==> src/mister_cfg_pkg.sv <==
// Shared widths, APB register map, status bit positions and enums for the I/O shell
package mister_cfg_pkg;

    // Bus and field widths
    parameter int unsigned status_w      = 64;
    parameter int unsigned apb_addr_w    = 4;
    parameter int unsigned apb_data_w    = 32;
    parameter int unsigned user_port_w   = 7;
    parameter int unsigned mouse_delta_w = 9;

    // APB register map, byte addresses
    typedef enum logic [apb_addr_w-1:0] {
        REG_STATUS_LO = 4'h0,
        REG_STATUS_HI = 4'h4,
        REG_CORE_MOD  = 4'h8,
        REG_MENU_MASK = 4'hC
    } reg_sel_t;

    typedef enum logic [1:0] {
        APB_IDLE,
        APB_SETUP,
        APB_ACCESS
    } apb_phase_t;

    typedef enum logic [1:0] {
        PORT_IDLE,
        PORT_DB15,
        PORT_UART
    } port_mode_t;

    // OSD status word layout
    parameter int unsigned st_fx_lsb          = 3;
    parameter int unsigned st_db15_bit        = 37;
    parameter int unsigned st_uart_bit        = 38;
    parameter int unsigned st_crop_en_bit     = 41;
    parameter int unsigned st_vcopt_lsb       = 42;
    parameter int unsigned st_crop_scale_lsb  = 46;
    parameter int unsigned st_hsize_en_bit    = 48;
    parameter int unsigned st_hsize_scale_lsb = 49;
    parameter int unsigned st_hoffset_lsb     = 53;
    parameter int unsigned st_voffset_lsb     = 57;

endpackage

==> src/hdmi_crop_ctrl.sv <==
// HDMI vertical crop eligibility check with crop size and offset computation
`timescale 1ns/1ps

module hdmi_crop_ctrl #(
    parameter int unsigned CROP_LINES = 216,
    parameter int unsigned NATIVE_W   = 1920,
    parameter int unsigned NATIVE_H   = 1080
) (
    input  logic        clk_sys,
    input  logic        arst_n,
    input  logic [11:0] hdmi_width,
    input  logic [11:0] hdmi_height,
    input  logic [2:0]  fx_level,
    input  logic        force_scan2x,
    input  logic [1:0]  crop_scale,
    input  logic        direct_video,
    input  logic        rotate_en,
    input  logic        crop_en,
    input  logic [3:0]  vcopt,
    output logic        crop_ok,
    output logic [11:0] crop_size,
    output logic [4:0]  crop_off
);

    logic       native_res;
    logic       plain_video;
    logic [4:0] vc_twice;
    logic [4:0] off_d;

    // Only a full 1080p output leaves room for a 216 line crop
    assign native_res = (hdmi_width == 12'(NATIVE_W)) && (hdmi_height == 12'(NATIVE_H));

    // Scanline FX, integer scaling, scan doubler, direct video and rotation all conflict
    assign plain_video = (fx_level == 3'd0) && (crop_scale == 2'd0) && !force_scan2x
                         && !direct_video && !rotate_en;

    // Offset steps of two lines, upper options wrap to negative
    assign vc_twice = {vcopt, 1'b0};
    assign off_d    = (vcopt < 4'd6) ? vc_twice : vc_twice - 5'd24;

    always_ff @(posedge clk_sys or negedge arst_n) begin
        if (!arst_n) begin
            crop_ok  <= 1'b0;
            crop_off <= '0;
        end else begin
            crop_ok  <= native_res && plain_video;
            crop_off <= off_d;
        end
    end

    // Follows the registered eligibility, one cycle behind it
    always_ff @(posedge clk_sys or negedge arst_n) begin
        if (!arst_n) begin
            crop_size <= '0;
        end else if (crop_ok && crop_en) begin
            crop_size <= 12'(CROP_LINES);
        end else begin
            crop_size <= '0;
        end
    end

endmodule

==> src/mister_io_top.sv <==
// Top level of the I/O shell joining the register bank, port mux, mouse and crop logic
`timescale 1ns/1ps

module mister_io_top import mister_cfg_pkg::*; #(
    parameter int unsigned CROP_LINES = 216,
    parameter int unsigned NATIVE_W   = 1920,
    parameter int unsigned NATIVE_H   = 1080
) (
    input  logic                     clk_sys,
    input  logic                     arst_n,
    input  logic [apb_addr_w-1:0]    paddr,
    input  logic                     psel,
    input  logic                     penable,
    input  logic                     pwrite,
    input  logic [apb_data_w-1:0]    pwdata,
    output logic [apb_data_w-1:0]    prdata,
    output logic                     pready,
    output logic                     pslverr,
    input  logic [user_port_w-1:0]   user_in,
    input  logic [user_port_w-1:0]   joy_drive,
    input  logic                     game_tx,
    output logic [user_port_w-1:0]   user_out,
    output logic                     game_rx,
    input  logic [24:0]              ps2_mouse,
    output logic                     mouse_valid,
    output logic [mouse_delta_w-1:0] mouse_dx,
    output logic [mouse_delta_w-1:0] mouse_dy,
    output logic [7:0]               mouse_flags,
    input  logic [11:0]              hdmi_width,
    input  logic [11:0]              hdmi_height,
    input  logic                     force_scan2x,
    input  logic                     direct_video,
    input  logic                     rotate_en,
    output logic [11:0]              crop_size,
    output logic [4:0]               crop_off,
    output logic [3:0]               hoffset,
    output logic [3:0]               voffset,
    output logic                     hsize_enable,
    output logic [3:0]               hsize_scale
);

    port_mode_t port_mode;
    logic       crop_en;
    logic [3:0] vcopt;
    logic [1:0] crop_scale;
    logic [2:0] fx_level;
    logic       crop_ok;

    mister_status_regs u_regs (
        .clk_sys      ( clk_sys      ),
        .arst_n       ( arst_n       ),
        .paddr        ( paddr        ),
        .psel         ( psel         ),
        .penable      ( penable      ),
        .pwrite       ( pwrite       ),
        .pwdata       ( pwdata       ),
        .direct_video ( direct_video ),
        .crop_ok      ( crop_ok      ),
        .prdata       ( prdata       ),
        .pready       ( pready       ),
        .pslverr      ( pslverr      ),
        .port_mode    ( port_mode    ),
        .crop_en      ( crop_en      ),
        .vcopt        ( vcopt        ),
        .crop_scale   ( crop_scale   ),
        .fx_level     ( fx_level     ),
        .hoffset      ( hoffset      ),
        .voffset      ( voffset      ),
        .hsize_enable ( hsize_enable ),
        .hsize_scale  ( hsize_scale  )
    );

    user_port_mux u_port (
        .clk_sys   ( clk_sys   ),
        .arst_n    ( arst_n    ),
        .port_mode ( port_mode ),
        .user_in   ( user_in   ),
        .joy_drive ( joy_drive ),
        .game_tx   ( game_tx   ),
        .user_out  ( user_out  ),
        .game_rx   ( game_rx   )
    );

    ps2_mouse_decode u_mouse (
        .clk_sys     ( clk_sys     ),
        .arst_n      ( arst_n      ),
        .ps2_mouse   ( ps2_mouse   ),
        .mouse_valid ( mouse_valid ),
        .mouse_dx    ( mouse_dx    ),
        .mouse_dy    ( mouse_dy    ),
        .mouse_flags ( mouse_flags )
    );

    // Eligibility goes back to the register bank for the menu mask
    hdmi_crop_ctrl #(
        .CROP_LINES ( CROP_LINES ),
        .NATIVE_W   ( NATIVE_W   ),
        .NATIVE_H   ( NATIVE_H   )
    ) u_crop (
        .clk_sys      ( clk_sys      ),
        .arst_n       ( arst_n       ),
        .hdmi_width   ( hdmi_width   ),
        .hdmi_height  ( hdmi_height  ),
        .fx_level     ( fx_level     ),
        .force_scan2x ( force_scan2x ),
        .crop_scale   ( crop_scale   ),
        .direct_video ( direct_video ),
        .rotate_en    ( rotate_en    ),
        .crop_en      ( crop_en      ),
        .vcopt        ( vcopt        ),
        .crop_ok      ( crop_ok      ),
        .crop_size    ( crop_size    ),
        .crop_off     ( crop_off     )
    );

endmodule

==> src/mister_status_regs.sv <==
// APB slave holding the OSD status word and core mode, with setting decode and menu mask
`timescale 1ns/1ps

module mister_status_regs import mister_cfg_pkg::*; (
    input  logic                  clk_sys,
    input  logic                  arst_n,
    input  logic [apb_addr_w-1:0] paddr,
    input  logic                  psel,
    input  logic                  penable,
    input  logic                  pwrite,
    input  logic [apb_data_w-1:0] pwdata,
    input  logic                  direct_video,
    input  logic                  crop_ok,
    output logic [apb_data_w-1:0] prdata,
    output logic                  pready,
    output logic                  pslverr,
    output port_mode_t            port_mode,
    output logic                  crop_en,
    output logic [3:0]            vcopt,
    output logic [1:0]            crop_scale,
    output logic [2:0]            fx_level,
    output logic [3:0]            hoffset,
    output logic [3:0]            voffset,
    output logic                  hsize_enable,
    output logic [3:0]            hsize_scale
);

    apb_phase_t            phase_q;
    apb_phase_t            phase_d;
    reg_sel_t              sel;
    logic [status_w-1:0]   status_q;
    logic [6:0]            core_mod_q;
    logic [15:0]           menu_mask;
    logic [apb_data_w-1:0] rd_data;
    logic                  addr_ok;
    logic                  bad_access;
    logic                  in_access;
    logic                  wr_en;

    // Bus phase of the current cycle, registered copy tells a fresh access apart
    always_comb begin
        if (!psel) begin
            phase_d = APB_IDLE;
        end else if (!penable) begin
            phase_d = APB_SETUP;
        end else begin
            phase_d = APB_ACCESS;
        end
    end

    always_ff @(posedge clk_sys or negedge arst_n) begin
        if (!arst_n) begin
            phase_q <= APB_IDLE;
        end else begin
            phase_q <= phase_d;
        end
    end

    assign sel = reg_sel_t'(paddr);

    // Register decode and readback mux
    always_comb begin
        addr_ok = 1'b1;
        rd_data = '0;
        case (sel)
            REG_STATUS_LO: rd_data = status_q[apb_data_w-1:0];
            REG_STATUS_HI: rd_data = status_q[status_w-1:apb_data_w];
            REG_CORE_MOD:  rd_data = {{(apb_data_w-7){1'b0}}, core_mod_q};
            REG_MENU_MASK: rd_data = {{(apb_data_w-16){1'b0}}, menu_mask};
            default:       addr_ok = 1'b0;
        endcase
    end

    // Menu mask is read only
    assign bad_access = !addr_ok || (pwrite && sel == REG_MENU_MASK);
    assign in_access  = (phase_d == APB_ACCESS);
    assign wr_en      = in_access && phase_q == APB_SETUP && pwrite && !bad_access;

    // No wait states
    assign pready  = in_access;
    assign pslverr = in_access && bad_access;
    assign prdata  = (in_access && !pwrite) ? rd_data : '0;

    always_ff @(posedge clk_sys or negedge arst_n) begin
        if (!arst_n) begin
            status_q   <= '0;
            core_mod_q <= '0;
        end else if (wr_en) begin
            case (sel)
                REG_STATUS_LO: status_q[apb_data_w-1:0]        <= pwdata;
                REG_STATUS_HI: status_q[status_w-1:apb_data_w] <= pwdata;
                REG_CORE_MOD:  core_mod_q                      <= pwdata[6:0];
                default:       core_mod_q                      <= core_mod_q;
            endcase
        end
    end

    // DB15 wins over UART
    always_comb begin
        if (status_q[st_db15_bit]) begin
            port_mode = PORT_DB15;
        end else if (status_q[st_uart_bit]) begin
            port_mode = PORT_UART;
        end else begin
            port_mode = PORT_IDLE;
        end
    end

    assign crop_en      = status_q[st_crop_en_bit];
    assign vcopt        = status_q[st_vcopt_lsb +: 4];
    assign crop_scale   = status_q[st_crop_scale_lsb +: 2];
    assign fx_level     = status_q[st_fx_lsb +: 3];
    assign hoffset      = status_q[st_hoffset_lsb +: 4];
    assign voffset      = status_q[st_voffset_lsb +: 4];
    assign hsize_enable = status_q[st_hsize_en_bit];
    assign hsize_scale  = status_q[st_hsize_scale_lsb +: 4];

    // A high bit hides the OSD item; rotation and 60 Hz items always hidden
    assign menu_mask = {10'd0, crop_ok, 1'b1, 1'b1, ~hsize_enable, ~core_mod_q[0],
                        direct_video};

endmodule

==> src/ps2_mouse_decode.sv <==
// PS/2 mouse packet toggle detector and signed motion decoder
`timescale 1ns/1ps

module ps2_mouse_decode import mister_cfg_pkg::*; (
    input  logic                     clk_sys,
    input  logic                     arst_n,
    input  logic [24:0]              ps2_mouse,
    output logic                     mouse_valid,
    output logic [mouse_delta_w-1:0] mouse_dx,
    output logic [mouse_delta_w-1:0] mouse_dy,
    output logic [7:0]               mouse_flags
);

    logic       toggle_q;
    logic       new_pkt;
    logic [7:0] pkt_flags;

    // Host flips bit 24 on every fresh packet
    assign new_pkt   = ps2_mouse[24] ^ toggle_q;
    assign pkt_flags = ps2_mouse[7:0];

    always_ff @(posedge clk_sys or negedge arst_n) begin
        if (!arst_n) begin
            toggle_q    <= 1'b0;
            mouse_valid <= 1'b0;
        end else begin
            toggle_q    <= ps2_mouse[24];
            mouse_valid <= new_pkt;
        end
    end

    // Sign bits sit in the flag byte, bits 4 and 5
    always_ff @(posedge clk_sys) begin
        if (new_pkt) begin
            mouse_flags <= pkt_flags;
            mouse_dx    <= {pkt_flags[4], ps2_mouse[15:8]};
            mouse_dy    <= {pkt_flags[5], ps2_mouse[23:16]};
        end
    end

endmodule

==> src/user_port_mux.sv <==
// Extension connector multiplexer between DB15 joystick adapter, UART and idle
`timescale 1ns/1ps

module user_port_mux import mister_cfg_pkg::*; (
    input  logic                   clk_sys,
    input  logic                   arst_n,
    input  port_mode_t             port_mode,
    input  logic [user_port_w-1:0] user_in,
    input  logic [user_port_w-1:0] joy_drive,
    input  logic                   game_tx,
    output logic [user_port_w-1:0] user_out,
    output logic                   game_rx
);

    logic [user_port_w-1:0] out_d;

    // Connector pins idle high
    always_comb begin
        case (port_mode)
            PORT_DB15: begin
                out_d = joy_drive;
            end
            PORT_UART: begin
                // TX on pin 0, rest released
                out_d = {{(user_port_w-1){1'b1}}, game_tx};
            end
            default: begin
                out_d = '1;
            end
        endcase
    end

    always_ff @(posedge clk_sys or negedge arst_n) begin
        if (!arst_n) begin
            user_out <= '1;
        end else begin
            user_out <= out_d;
        end
    end

    // RX comes in on pin 1, idle line is high
    assign game_rx = (port_mode == PORT_UART) ? user_in[1] : 1'b1;

endmodule
==> config.mk <==
export PLATFORM = sky130hd
export DESIGN_NAME = mister_io_top
export DESIGN_NICKNAME = d
export VERILOG_FILES = /design/src/mister_cfg_pkg.sv /design/src/hdmi_crop_ctrl.sv /design/src/mister_io_top.sv /design/src/mister_status_regs.sv /design/src/ps2_mouse_decode.sv /design/src/user_port_mux.sv
export SDC_FILE = /design/constraint.sdc
export NUM_CORES = 1
export LEC_CHECK = 0
export BUFFER_PORTS_ARGS = -buffer_cell sky130_fd_sc_hd__buf_2
export CORE_MARGIN = 2
export CORE_UTILIZATION = 48
export DETAILED_ROUTE_END_ITERATION = 10
export PLACE_DENSITY = 0.8
export REMOVE_ABC_BUFFERS = 1
export SYNTH_ARGS = -nofsm -noshare
export SYNTH_HDL_FRONTEND = slang
export SYNTH_SLANG_ARGS = --single-unit
export TNS_END_PERCENT = 100
==> constraint.sdc <==
create_clock -name clk_sys -period 2.52 [get_ports clk_sys]
set_input_delay 0.378 -clock clk_sys [delete_from_list [all_inputs] [get_ports clk_sys]]
set_output_delay 0.378 -clock clk_sys [all_outputs]
set_load 0.05 [all_outputs]
**Word level (Yosys, flattened, before mapping)**

Index checks and enable logic that the tools add are counted.

- Flip-flop bits (word level): 126
- Latch bits: 0
- Memory bits (writable): 0
- ROM bits: 0
- Bits of input ports: 108
- Output and inout bits: 99
- Logic and storage cells: 65
- Memories: 0

- Add/subtract/negate cells: 1
- $mul: 0
- Divide/modulo/power cells: 0
- Order comparisons: 1
- Equality and inequality tests: 9
- Shifts and indexed selects: 0
- Muxes and demuxes: 11
- Bitwise operators: 3
- Reductions and logical operators: 27

Operators with widths:

| operator | count |
|---|---|
| $pmux 32 s4 | 1 |
| $mux 32 | 1 |
| $eq 12x11->1 const B | 2 |
| $pmux 7 s2 | 1 |
| $logic_and 1x1->1 | 13 |
| $eq 4x4->1 const B | 2 |
| $mux 2 | 4 |
| $mux 8 | 1 |
| $logic_not 1->1 | 6 |
| $reduce_and 2->1 | 3 |
| $mux 5 | 1 |
| $sub 5x5->5 const B | 1 |
| $eq 2x1->1 const B | 2 |
| $eq 2x2->1 const B | 2 |
| $eq 4x3->1 const B | 1 |
| $logic_not 4->1 | 1 |
| $lt 4x3->1 const B | 1 |
| $reduce_or 4->1 | 1 |
| $logic_not 3->1 | 1 |
| $logic_not 2->1 | 1 |
| $mux 1 | 2 |
| $not 1->1 | 2 |
| $logic_or 1x1->1 | 1 |
| $xor 1x1->1 | 1 |

**Depth between registers and ports, before layout**

Gate-level depths: netlist of the first run.

- Depth in word-level cells: 8
- Gate-level depth with buffers: 5
- Depth with buffers taken out: 4

**Hierarchy**

From an unflattened synthesis of the first run, not the netlist that was laid out.

- Cells, all modules: 368
- Area, all modules: 5069.9 um^2

Modules (own cells, without submodules):

| module | times used | cells each | area an instance (um^2) | seq. area each (um^2) |
|---|---|---|---|---|
| mister_status_regs | 1 | 282 | 3594.7 | 1826.8 |
| ps2_mouse_decode | 1 | 29 | 794.5 | 770.7 |
| hdmi_crop_ctrl | 1 | 37 | 375.4 | 150.1 |
| user_port_mux | 1 | 20 | 305.3 | 183.9 |

**Worst setup path before layout of the first run**

OpenSTA, ideal clock, no wires.

- Path type: in2out
- From: input paddr[3]
- To: output prdata[16]
- Data arrival time: 2.093 ns
- Data required time: 2.142 ns
- Setup slack: 0.049 ns
- Cell stages on the path: 5
- Path buffers: 2
- Cells stage by stage: buf_2 > nor4_2 > clkbuf_1 > a22oi_1 > nor2_1

- Word-level cells in the longest chain between the ends: 3
- Elaborated cells between the ends (all ways): 6
- Those cells by class: eq/ne: 3; mux: 2; reduce/logical: 1

Ends and longest elaborated chain:

| what | line | text |
|---|---|---|
| start, declared | mister_io_top.sv:11 | `input logic [apb_addr_w-1:0] paddr,` |
| $eq 4x4->1 (tied with other cells) | mister_status_regs.sv:65 | `case (sel)` |
| $pmux 32 s4 * | mister_status_regs.sv:65 |  |
| $mux 32 * | mister_status_regs.sv:82 | `assign prdata = (in_access && !pwrite) ? rd_data : '0;` |
| end, declared | mister_io_top.sv:16 | `output logic [apb_data_w-1:0] prdata,` |

Every way passes the cells marked *; elsewhere a longest branch is shown, timed or not.

**Worst setup path in the final report of the first run**

- From: input paddr[1]
- To: output prdata[27]

Same word-level chain as after synthesis.

==> impl_metrics.json, run 1 <==
{
  "synth_top_cell_area_share_pct": 41.72,
  "postCtsSetupBuffers": 0,
  "first_pass_iters": 4,
  "antenna_cells": 0,
  "die_h_um": 104.6,
  "worst_pin_slew_ns": 0.5400,
  "status": "completed",
  "vdd_drop_max_uv": 351.2,
  "setup_viol": 0,
  "dp_slack_ns": 0.2637,
  "hold_slack_ns": 0.1582,
  "cts_root_buffer": "clkbuf_8",
  "cp_max_fo": 27,
  "cts_buffers": 9,
  "grt_pass1_wl_um": 17800,
  "clock_latency_ns": 0.36,
  "grtUsageTotal_pct": 20.63,
  "yosysSeqAreaShare_pct": 60.34,
  "final_net_count": 634,
  "dp_hpwl_um": 8068,
  "routed_via_density": 5.048,
  "cp_data_arrival_time_ns": 1.88,
  "critPathKind": "in2out",
  "htreeDepth": 3,
  "synth_edf_count": 24,
  "gp_congestion": 0.7751,
  "ys_warn_count": 0,
  "grt-ovfl-total": 0,
  "powerDensity_mw_per_mm2": 602.4,
  "routed_wl_um": 11020,
  "drive_above_1_share_pct": 57.74,
  "hold_viol": 0,
  "fin_crit_ns": 2.258,
  "hold_class": "in2reg",
  "reg2reg_depth": 3,
  "final.setup.worst_slack_ns": 0.2625,
  "synthTopCellsByArea": "dfrtp_1 (42%), mux2_2 (16%), edfxtp_1 (15%), buf_4 (4.2%), a22oi_1 (3.9%)",
  "synth_common_cells": "dfrtp_1 (81), mux2_2 (68), nor2_1 (31)",
  "yosys_register_bits": 112,
  "rsz0062_at_grt": "false",
  "cap_violations": 0,
  "wl_per_cell_um": 16.62,
  "io_buffers": 191,
  "cts_tree": "yes",
  "syn_avg_cell_area_sq_um": 14.08,
  "synth_cell_types": 40,
  "drv_slew": 0,
  "die_x_um": 104.6,
  "path_clk_slew_ns": 0.10,
  "coreArea_sq_mm": 0.009819,
  "synth_cells": 345,
  "critPathRequiredTime_ns": 2.14,
  "clockBufferDepth": 2,
  "ios": 207,
  "syn_to_final_growth_pct": 25.44,
  "cts_sinks": 112,
  "rows": 36,
  "post-route-period-util_pct": 89.58,
  "synthesis.area_sq_mm": 0.004858,
  "leakage_nw": 3.048,
  "drc": 0,
  "synthArstFlopShare_pct": 78.57,
  "ant_nets": 0,
  "slew_headroom_pct": 64.00,
  "vias": 3347,
  "start_util_pct": 49.48,
  "synthFlopType": "dfrtp_1",
  "fmax_mhz": 443.0,
  "antenna_found_initial": 0,
  "grt_pass1_vias": 3567,
  "yosysTopAreaCell": "dfrtp_1",
  "dieArea_sq_mm": 0.01094,
  "skew_ns": 0.01230,
  "cp-end-kind": "output pin",
  "min_delay_path_depth": 1,
  "yosysMostFrequentCell": "dfrtp_1",
  "first_iter_violations": 121,
  "grt_max_degree": 51,
  "crit_path_start_kind": "primary input"
}
==> layout by cell type, fill, tap and decap left out, types with 2 or more instances in the layout <==
master     count
mux2_2        68
buf_4         11
nor4b_1        3
nand2b_1       7
conb_1         9
nor2b_1        6
nand2_1        3
a22oi_1       25
nor4_1         3
dfrtp_1       81
nor3_4         2
edfxtp_1      24
nand4_1        2
inv_1          7
mux2_1         5
mux4_2         4
bufinv_16      2
o22ai_1        3
buf_12         3
nor2_1        31
buf_2        190
a21oi_1        2
dfstp_2        7
clkbuf_8      10
inv_6          2
==> what timing repair did <==
item                      CTS  global route
hold buffers                1             0
gates resized for setup     0             0
hold endpoints to repair   32             0
==> critical path, cell delays in order <==
cell and delay (ns):
buf_2 0.15, or2_2 0.32, or3_1 0.33, buf_4 0.24, nor2_1 0.15, buf_2 0.28
==> flip-flops by register name, summed over array words and instances, names as in the netlist <==
| register | flops |
|---|---|
| u_mouse.mouse_dy | 8 |
| u_mouse.mouse_flags | 8 |
| u_mouse.toggle_q | 1 |
| u_regs.core_mod_q | 7 |
| u_crop.crop_off | 4 |
| u_regs.status_q | 64 |
| u_crop.crop_size | 1 |
| u_mouse.mouse_dx | 8 |
| u_mouse.mouse_valid | 1 |
| u_port.user_out | 7 |
| u_regs.phase_q | 2 |
| u_crop.crop_ok | 1 |
==> metrics by stage <==
stage / util (%) / area [sq um] / std cells / TNS, ns / power, mW
finish: 62.07 / 6095 / 663 / 0 / 3.671
global route: 62.07 / 6095 / 663 / 0 / 3.823
CTS: 62.07 / 6095 / 663 / 0 / 3.708
detailed placement: 59.67 / 5859 / 646 / 0 / 2.533
global placement: 59.67 / 5859 / 646 / 0 / 2.517
floorplan: - / 4574 / 309 / -8.726 / 2.319
==> per-layer routing <==
metal,wire [um],up-vias,track usage [%]
li1,-,1553,-
met1,4307,1653,24.39
met2,5882,127,37.21
met3,698,14,4.304
met4,132,0,7.238
met5,0,-,0
==> final cells by class <==
class                           count  area [sq um]
Inverter                            7         26.28
Clock inverter                      6         87.58
Timing Repair Buffer              205          1104
Clock buffer                       10         137.6
Fill cell                         806          3725
Sequential cell                   112          2932
Multi-Input combinational cell    190          1642
Tap cell                          133         166.4
==> power breakdown <==
group	leakage (nW)	total [mW]	internal (mW)	switching (mW)
logic	1.51	0.512	0.160	0.352
clock network	0.115	1.18	0.592	0.587
registers	1.42	1.98	1.94	0.0371
==> path summary, 6_finish.rpt <==
check | startpoint | to | slack [ns]
hold / removal | ps2_mouse[24] | u_mouse.toggle_q | 0.16
setup / recovery | paddr[1] | prdata[27] | 0.26
min in group asynchronous | arst_n | u_mouse.toggle_q | 0.52
max in group asynchronous | arst_n | u_port.user_out[6] | 1.27
setup reg to reg | u_regs.phase_q[1] | u_regs.core_mod_q[3] | 0.79
hold reg to reg | u_regs.status_q[42] | u_crop.crop_off[1] | 0.43
==> cells by family after synthesis <==
family | count (synthesis) | synth area share, %
flops | 112 | 60.34
mux | 78 | 18.98
simple gates | 69 | 8.396
fa+ha+maj | 1 | 0.2575
other cells | 1 | 0.07719
compound gates | 31 | 4.584
buf+inv | 51 | 7.005
xor+xnor | 2 | 0.3606
(Power assumes the default switching activity.)
==> run 2: changes to the inputs <==
--- a/config.mk
+++ b/config.mk
@@ -6,6 +6,7 @@
 export NUM_CORES = 1
 export LEC_CHECK = 0
 export BUFFER_PORTS_ARGS = -buffer_cell sky130_fd_sc_hd__buf_2
+export CORE_ASPECT_RATIO = 0.75
 export CORE_MARGIN = 2
 export CORE_UTILIZATION = 48
 export DETAILED_ROUTE_END_ITERATION = 10
==> impl_metrics.json, run 2 (synthesis results as in run 1) <==
{
  "dieArea_sq_mm": 0.01095,
  "first_iter_violations": 256,
  "crit_family": "simple AND/OR/NAND/NOR gates",
  "ant_nets": 0,
  "final_cell_mix": "buf_2 (190), dfrtp_1 (81), mux2_2 (68)",
  "slowest_delay_ns": 0.32,
  "die_h_um": 91.13,
  "postCtsHoldBufs": 1,
  "rsz0062_at_grt": "false",
  "post_dp_cell_area_sq_mm": 0.005838,
  "finalInstanceArea_sq_mm": 0.006155,
  "routed_via_density": 5.160,
  "postCtsSetupBuffers": 0,
  "clock_latency_ns": 0.35,
  "grt_pass1_vias": 3409,
  "cp_max_fo": 32,
  "cp_cell_sequence": "buf_2, or2_2, or3_1, buf_4, nor2_1, buf_2",
  "routed_wl_um": 11090,
  "ctsResizeCount": 0,
  "largest_reg_flops": 64,
  "critPathRequiredTime_ns": 2.14,
  "cts_buffers": 9,
  "cpMaxStageDelayCell": "or2_2",
  "skew_ns": 0.006516,
  "grt_pass1_wl_um": 17860,
  "htreeDepth": 3,
  "critPathKind": "in2out",
  "hold_class": "in2reg",
  "path_buf_inv": 3,
  "antenna_cells": 0,
  "worst_pin_slew_ns": 0.5210,
  "grtUsageTotal_pct": 21.05,
  "vdd_drop_max_uv": 378.0,
  "cts_sinks": 112,
  "reg2reg_depth": 3,
  "rows": 31,
  "fin_crit_ns": 2.282,
  "dp_hpwl_um": 8124,
  "io_buffers": 191,
  "r2r_slack_ns": 0.77,
  "cp-end-kind": "output pin",
  "crit_path_start_kind": "primary input",
  "final_net_count": 633,
  "worstHoldStart": "ps2_mouse[24]",
  "grt-ovfl-total": 0,
  "coreArea_sq_mm": 0.009736,
  "filler_cell_count": 755,
  "start_util_pct": 49.90,
  "cts_tree": "yes",
  "ios": 207,
  "fin_tns_setup_ns": 0,
  "fmax_mhz": 438.3,
  "vias": 3411,
  "powerDensity_mw_per_mm2": 638.7,
  "path_clk_slew_ns": 0.08,
  "setup_viol": 0,
  "cts_root_buffer": "clkbuf_16",
  "worstReg2RegStart": "u_regs.phase_q[1]",
  "post-route-period-util_pct": 90.54,
  "layout_commonest_cell": "buf_2",
  "clockBufferDepth": 2,
  "grt_max_degree": 51,
  "drc": 0,
  "die_x_um": 120.2,
  "critical_path.most_common_cell": "buf_2",
  "r2r_end": "u_regs.core_mod_q[3]",
  "status": "completed",
  "min_delay_path_depth": 1,
  "wl_per_cell_um": 16.78,
  "largest_register": "u_regs.status_q",
  "syn_to_final_growth_pct": 26.68,
  "min_delay_worst_endpoint": "u_mouse.toggle_q",
  "gp_congestion": 0.8685,
  "cap_violations": 0,
  "drv_slew": 0,
  "hold_viol": 0,
  "leakage_nw": 3.076,
  "cp_data_arrival_time_ns": 1.90,
  "drive_above_1_share_pct": 57.84,
  "antenna_found_initial": 0,
  "first_pass_iters": 7,
  "slew_headroom_pct": 64.77
}
-- run 2: cell type report --
class	count	area [sq um]	area share, %
multi-input cells	190	1642	26.67
clock buffers	9	225.2	3.659
repair buffers	204	1084	17.61
flip-flops and latches	112	2932	47.63
clock inverters	7	81.33	1.321
inverters	7	26.28	0.4269
well taps	132	165.2	2.683
-- run 2: power breakdown --
| part | total [mW] | switching (mW) | internal [mW] |
|---|---|---|---|
| clock network | 1.43 | 0.721 | 0.713 |
| logic | 0.515 | 0.355 | 0.160 |
| registers | 1.98 | 0.0376 | 1.94 |
-- run 2: per-layer routing --
layer | up-vias | GRT usage, % | wire (um)
li1 | 1560 | - | -
met1 | 1719 | 29.71 | 5134
met2 | 119 | 32.72 | 5162
met3 | 13 | 5.276 | 673
met4 | 0 | 5.392 | 123
met5 | - | 0 | 0
-- run 2: how the worst max path moves through the flow --
stage | from | endpoint | cells past startpoint
after floorplan | paddr[1] | prdata[10] | 3
after global placement | paddr[1] | prdata[16] | 6
after detailed placement | paddr[1] | prdata[16] | 6
after CTS | paddr[1] | prdata[16] | 6
after global routing | paddr[1] | prdata[16] | 6
final | paddr[1] | prdata[16] | 6
-- run 2: through the flow --
stage | util, % | setup slack (ns) | total power [mW] | cells | hold slack (ns)
after detailed placement | 59.97 | 0.2518 | 2.535 | 644 | 0.3796
after global routing | 63.22 | 0.1644 | 4.095 | 661 | 0.1601
after global placement | 59.97 | 0.2817 | 2.519 | 644 | 0.3737
after CTS | 63.22 | 0.2477 | 3.971 | 661 | 0.1610
final | 63.22 | 0.2385 | 3.931 | 661 | 0.1706
after floorplan | - | -0.3490 | 2.319 | 309 | 0.08241
